[src/common/mem_pkg.sv]
`default_nettype none

package mem_pkg;

    // Address and line geometry
    localparam int addr_w = 32;
    localparam int beat_w = 64;
    localparam int line_w = 256;
    localparam int beats_per_line = line_w / beat_w;
    localparam int beat_idx_w = $clog2(beats_per_line);
    localparam int words_per_line = line_w / 32;
    localparam int word_off_w = $clog2(words_per_line);

    // Direct-mapped cache split of the address
    localparam int num_sets = 16;
    localparam int offset_w = $clog2(line_w / 8);
    localparam int index_w = $clog2(num_sets);
    localparam int tag_w = addr_w - index_w - offset_w;

    // 32-bit words per instruction fetch
    localparam int fetch_words = 2;

    typedef struct packed {
        logic [addr_w-1:0] addr;
        logic              rmask;
        logic [3:0]        wmask;
        logic [31:0]       wdata;
    } cpu_req_t;

    typedef struct packed {
        logic [addr_w-1:0] addr;
        logic              read;
        logic              write;
        logic [line_w-1:0] wdata;
    } line_req_t;

    typedef struct packed {
        logic [addr_w-1:0] addr;
        logic              read;
        logic              write;
        logic [beat_w-1:0] wdata;
    } bmem_req_t;

    typedef struct packed {
        logic [beat_w-1:0] rdata;
        logic [addr_w-1:0] raddr;
        logic              rvalid;
    } bmem_rsp_t;

    typedef enum logic [1:0] {idle, compare, write_back, allocate} cache_state_e;

    typedef enum logic {wr_idle, wr_burst} arb_state_e;

    typedef enum logic {req_inst, req_data} requester_e;

endpackage

`default_nettype wire

[src/arbiter/cache_arbiter.sv]
`timescale 1ns/1ps
`default_nettype none

module cache_arbiter (
    input  logic                        clk,
    input  logic                        rst,
    input  mem_pkg::line_req_t          inst_line_req,
    input  mem_pkg::line_req_t          data_line_req,
    output logic [mem_pkg::line_w-1:0]  inst_line_rdata,
    output logic [mem_pkg::line_w-1:0]  data_line_rdata,
    output logic                        inst_line_resp,
    output logic                        data_line_resp,
    output mem_pkg::bmem_req_t          bmem_req,
    input  logic                        bmem_ready,
    input  mem_pkg::bmem_rsp_t          bmem_rsp
);

    import mem_pkg::*;

    typedef struct packed {
        logic              valid;
        requester_e        owner;
        logic [addr_w-1:0] addr;
    } rd_entry_t;

    rd_entry_t tbl [2];

    arb_state_e                                 wr_state;
    logic [beat_idx_w-1:0]                      wr_cnt;
    logic [beats_per_line-1:0][beat_w-1:0]      wr_line;
    logic [addr_w-1:0]                          wr_addr;
    requester_e                                 wr_owner;
    logic                                       wr_take;
    requester_e                                 wr_take_owner;
    logic                                       wr_done;

    logic [beats_per_line-2:0][beat_w-1:0]      rd_buf;
    logic [beat_idx_w-1:0]                      rd_cnt;
    logic                                       rd_done;
    logic [line_w-1:0]                          rd_line;

    logic              rd_go;
    requester_e        rd_owner;
    logic [addr_w-1:0] rd_addr;
    logic              rd_hold;
    requester_e        rd_hold_owner;
    logic              inst_busy;
    logic              data_busy;
    logic [1:0]        match_vec;
    logic              match_idx;
    logic              free_idx;

    always_comb begin
        inst_busy = 1'b0;
        data_busy = 1'b0;
        for (int i = 0; i < 2; i++) begin
            match_vec[i] = tbl[i].valid && (tbl[i].addr == bmem_rsp.raddr);
            if (tbl[i].valid && tbl[i].owner == req_inst) inst_busy = 1'b1;
            if (tbl[i].valid && tbl[i].owner == req_data) data_busy = 1'b1;
        end
    end

    assign match_idx = match_vec[1];
    assign free_idx  = tbl[0].valid;

    // Instruction reads go first and nothing new starts during a write burst
    always_comb begin
        rd_go         = 1'b0;
        rd_owner      = req_inst;
        wr_take       = 1'b0;
        wr_take_owner = req_inst;
        if (wr_state == wr_idle) begin
            if (rd_hold) begin
                rd_go    = 1'b1;
                rd_owner = rd_hold_owner;
            end else if (inst_line_req.read && !inst_busy) begin
                rd_go = 1'b1;
            end else if (data_line_req.read && !data_busy) begin
                rd_go    = 1'b1;
                rd_owner = req_data;
            end else if (inst_line_req.write) begin
                wr_take = 1'b1;
            end else if (data_line_req.write) begin
                wr_take       = 1'b1;
                wr_take_owner = req_data;
            end
        end
    end

    assign rd_addr = (rd_owner == req_inst) ? inst_line_req.addr : data_line_req.addr;

    always_comb begin
        bmem_req = '0;
        if (wr_state == wr_burst) begin
            bmem_req.addr  = wr_addr;
            bmem_req.write = 1'b1;
            bmem_req.wdata = wr_line[wr_cnt];
        end else if (rd_go) begin
            bmem_req.addr = rd_addr;
            bmem_req.read = 1'b1;
        end
    end

    assign wr_done = (wr_state == wr_burst) && bmem_ready &&
                     (wr_cnt == beat_idx_w'(beats_per_line - 1));
    assign rd_done = bmem_rsp.rvalid && (rd_cnt == beat_idx_w'(beats_per_line - 1));
    assign rd_line = {bmem_rsp.rdata, rd_buf};

    // The assembled line goes to both caches and only the owner sees resp
    assign inst_line_rdata = rd_line;
    assign data_line_rdata = rd_line;
    assign inst_line_resp  = (wr_done && wr_owner == req_inst) ||
                             (rd_done && tbl[match_idx].owner == req_inst);
    assign data_line_resp  = (wr_done && wr_owner == req_data) ||
                             (rd_done && tbl[match_idx].owner == req_data);

    always_ff @(posedge clk) begin
        if (rst) begin
            wr_state <= wr_idle;
            wr_cnt   <= '0;
            rd_cnt   <= '0;
            rd_hold  <= 1'b0;
            tbl[0]   <= '0;
            tbl[1]   <= '0;
        end else begin
            if (wr_take) begin
                wr_state <= wr_burst;
                wr_cnt   <= '0;
            end else if (wr_state == wr_burst && bmem_ready) begin
                wr_cnt <= wr_cnt + 1'b1;
                if (wr_done) wr_state <= wr_idle;
            end
            rd_hold <= rd_go && !bmem_ready;
            if (rd_go && bmem_ready) begin
                tbl[free_idx] <= '{valid: 1'b1, owner: rd_owner, addr: rd_addr};
            end
            if (bmem_rsp.rvalid) rd_cnt <= rd_cnt + 1'b1;
            if (rd_done) tbl[match_idx].valid <= 1'b0;
        end
    end

    always_ff @(posedge clk) begin
        if (wr_take) begin
            wr_line  <= (wr_take_owner == req_inst) ? inst_line_req.wdata : data_line_req.wdata;
            wr_addr  <= (wr_take_owner == req_inst) ? inst_line_req.addr : data_line_req.addr;
            wr_owner <= wr_take_owner;
        end
        if (rd_go) rd_hold_owner <= rd_owner;
        if (bmem_rsp.rvalid && !rd_done) rd_buf[rd_cnt] <= bmem_rsp.rdata;
    end

    a_rvalid_known: assert property (@(posedge clk) disable iff (rst)
        bmem_rsp.rvalid |-> (|match_vec));

endmodule

`default_nettype wire

[config.mk]
export PLATFORM = sky130hd
export DESIGN_NAME = cache_arbiter
export DESIGN_NICKNAME = d
export VERILOG_FILES = /design/src/common/mem_pkg.sv /design/src/arbiter/cache_arbiter.sv
export SDC_FILE = /design/constraint.sdc
export NUM_CORES = 1
export LEC_CHECK = 0
export BUFFER_PORTS_ARGS = -buffer_cell sky130_fd_sc_hd__buf_2
export CORE_AREA = 4 4 496 498
export CTS_CLUSTER_DIAMETER = 150
export DETAILED_ROUTE_END_ITERATION = 12
export DIE_AREA = 0 0 500 502
export PLACE_DENSITY = 0.3
export SLEW_MARGIN = 40
export SYNTH_ARGS = -nofsm -noshare
export SYNTH_HDL_FRONTEND = slang
export SYNTH_SLANG_ARGS = --single-unit
[constraint.sdc]
create_clock -name clk -period 10.3 [get_ports clk]
set_clock_uncertainty 0.15 [all_clocks]
set_input_delay 2.06 -clock clk [delete_from_list [all_inputs] [get_ports clk]]
set_output_delay 2.06 -clock clk [all_outputs]
set_load 0.02 [all_outputs]
==> metrics.cfg <==
[synth]
ys_seq_area_frac = 0.621
syn-mean-instance-area_um2 = 16.0
synth.area.top_cells = edfxtp_1, buf_4, mux2_1
ys_async_sr_fraction = 0
synth_cell_type_count = 42
synth_top_area_share = 0.614
ys_warn_count = 0
synth_top_area_cell = edfxtp_1
netlist_instances = 1576
netlist_area_mm2 = 0.0252
ys.flop_type = edfxtp_1
synth-edff-count = 516
synth_fp_nets = 2261
ys_ff_latch = 524

[placement]
hpwl_um = 129000
io_buffers = 1291
dp_slack_ns = 4.10
placed_area_mm2 = 0.0330
gp_congestion = 0.883

[die]
die_area_mm2 = 0.251
fp.dieH_um = 502
coreArea_mm2 = 0.242
io_pins = 1292
initial_utilization = 0.104
die_w_um = 500
rows = 181

[critical_path]
end_kind = output port
slowest_delay_ns = 0.53
critPathSlowestCell = buf_4
cp_cell_sequence = buf_2 -> a31o_2 -> o2111a_2 -> buf_4 -> mux2i_1 -> o21ai_0 -> buf_2
critical_path.startpoint_type = primary input
critical_path_class = in2out
cp.arrival_ns = 4.01
cp_max_fo = 28
required_ns = 8.09
crit_top_cell = buf_2
critPathTopFamily = compound AO/OA/AOI/OAI gates
cp_num_buf_inv = 3

[final_layout]
fin_nets = 3256
filler_cell_count = 27100
design_area_mm2 = 0.0354
layout-drive-gt1-share = 0.598
syn_to_final_growth_pct = 40.5
multi_input_area_mm2 = 0.00664
seq_area_mm2 = 0.0157

[timing]
fmax_mhz = 161
rsz0062_at_grt = no
finalSetupViolations = 0
period_minus_slack_ns = 6.22
drv_slew = 0
worst_pin_slew_ns = 0.839
final.setup.tns_ns = 0
finalCritPeriodShare = 0.604
hold_violations = 0
maxSlewHeadroom = 0.441
setup_slack_ns = 4.08

[clocking]
cts_buffer_depth = 3
clock_sinks = 524
cts_tree = done
clk_latency_ns = 0.68
htreeDepth = 3
hold_buffers = 0
cts_buffers = 73
cts_resized = 0
cts.clk_slew.worst_paths_ns = 0.05
post-cts-setup-buffers = 0
cts_root_buf = clkbuf_16

[global_routing]
grt_start_max_net_pins = 137
grt_overflow_total = 0
grt_pass1_wl_um = 195000
grt_pass1_vias = 18900
grt_use_total = 0.118
antenna_found_initial = 62

[power_and_ir_drop]
p_leak_nw = 13.5
vdd_ir_drop_max_v = 0.0000937
power_density_mw_per_mm2 = 173
p_total_mw = 6.14

[routing]
finalWirelength_um = 156000
drc_errors = 0
ant_nets = 0
via_count = 17800
vias_per_cell = 3.04
dr.pass1.iters = 4
drt_iter0_markers = 1039
wire_per_inst_um = 26.6

[outcome]
status = completed

[min_path]
min_path_type = reg2reg

[flow_run]
cap_violations = 0

==> path summary, 6_finish.rpt <==
kind / cells past startpoint / endpoint / from / slack [ns]
worst max-delay path: 7 / bmem_req[67] / data_line_req[257] / 4.08
worst min register to register: 2 / rd_cnt[1] / rd_cnt[1] / 0.42
worst max register to register: 8 / wr_line[252] / tbl[0][33] / 6.71
worst min-delay path: 2 / rd_cnt[1] / rd_cnt[1] / 0.42
==> worst register-to-register path: cells and delay by family, from the launching register on <==
family,cells,cell delay [ns]
AOI/OAI and AO/OA,1,0.26
and+or+nand+nor,3,0.64
DFF,1,0.50
muxes,1,0.45
buffers and inverters,3,1.29
==> layout make-up <==
| class | instances | share of cell area |
|---|---|---|
| antenna | 28 | 0.00198 |
| clock buffer | 99 | 0.0549 |
| clock inverter | 33 | 0.00996 |
| inverter | 8 | 0.000847 |
| multi-input combinational | 652 | 0.187 |
| sequential | 524 | 0.442 |
| tap | 3202 | 0.113 |
| timing repair buffer | 1312 | 0.190 |
==> state kept, by name (all words and copies together), names as in the netlist <==
register and count:
data_line_rdata 192, rd_cnt 2, rd_hold 1, rd_hold_owner 1, tbl 36, wr_addr 32, wr_cnt 2, wr_line 256
wr_owner 1, wr_state 1
==> placed cells by master (no fill, tap or decap), types with 14 or more instances in the layout <==
cell       synthesis  final
mux2i_1           34     34
clkbuf_16          0     74
clkbuf_1          27     25
buf_4            324     14
diode_2            0     28
nand2_1           42     41
mux2_1           200    200
mux2_2            88     88
buf_2             17   1291
and2_1            68     65
mux4_2            64     64
nor2_1            37     37
o21ai_0           32     32
xor2_1            31     31
edfxtp_1         516    516
==> synthesized netlist by cell type (all sizes together), types with 8 or more instances <==
master  count
edfxtp    516
xor2       31
o21ai      32
mux2      288
dfxtp       8
nand2      42
inv         8
mux2i      34
mux4       64
buf       365
clkbuf     27
and2       68
nor2       37
nor4       11
==> through the flow <==
stage / hold WS (ns) / cells / util
after floorplan: 0.364 / 1576 / -
after global placement: 0.399 / 5695 / 0.136
after detailed placement: 0.401 / 5696 / 0.136
after CTS: 0.417 / 5828 / 0.146
after global routing: 0.441 / 5850 / 0.146
final: 0.417 / 5858 / 0.146
==> metal layers <==
metal | vias up | global-route usage | wire length, um
li1 | 7605 | - | -
met1 | 8990 | 0.128 | 58000
met2 | 992 | 0.216 | 80500
met3 | 197 | 0.0297 | 10200
met4 | 26 | 0.0541 | 7110
met5 | - | 0 | 149
==> where the power goes <==
group          switching (mW)  internal, mW  leakage, nW
Clock                    1.08          1.44         1.10
Combinational           0.645         0.338         7.53
Sequential              0.111          2.53         4.88
Total                    1.84          4.30         13.5
==> kinds of logic after synthesis <==
kind of cell / synth area share
adders and majority gates: 0.00248
buffers and inverters: 0.117
AOI/OAI and AO/OA: 0.0110
muxes: 0.199
DFF: 0.621
and+or+nand+nor: 0.0375
xor gates and xnor gates: 0.0118
Power figures use the tool's default switching activity.
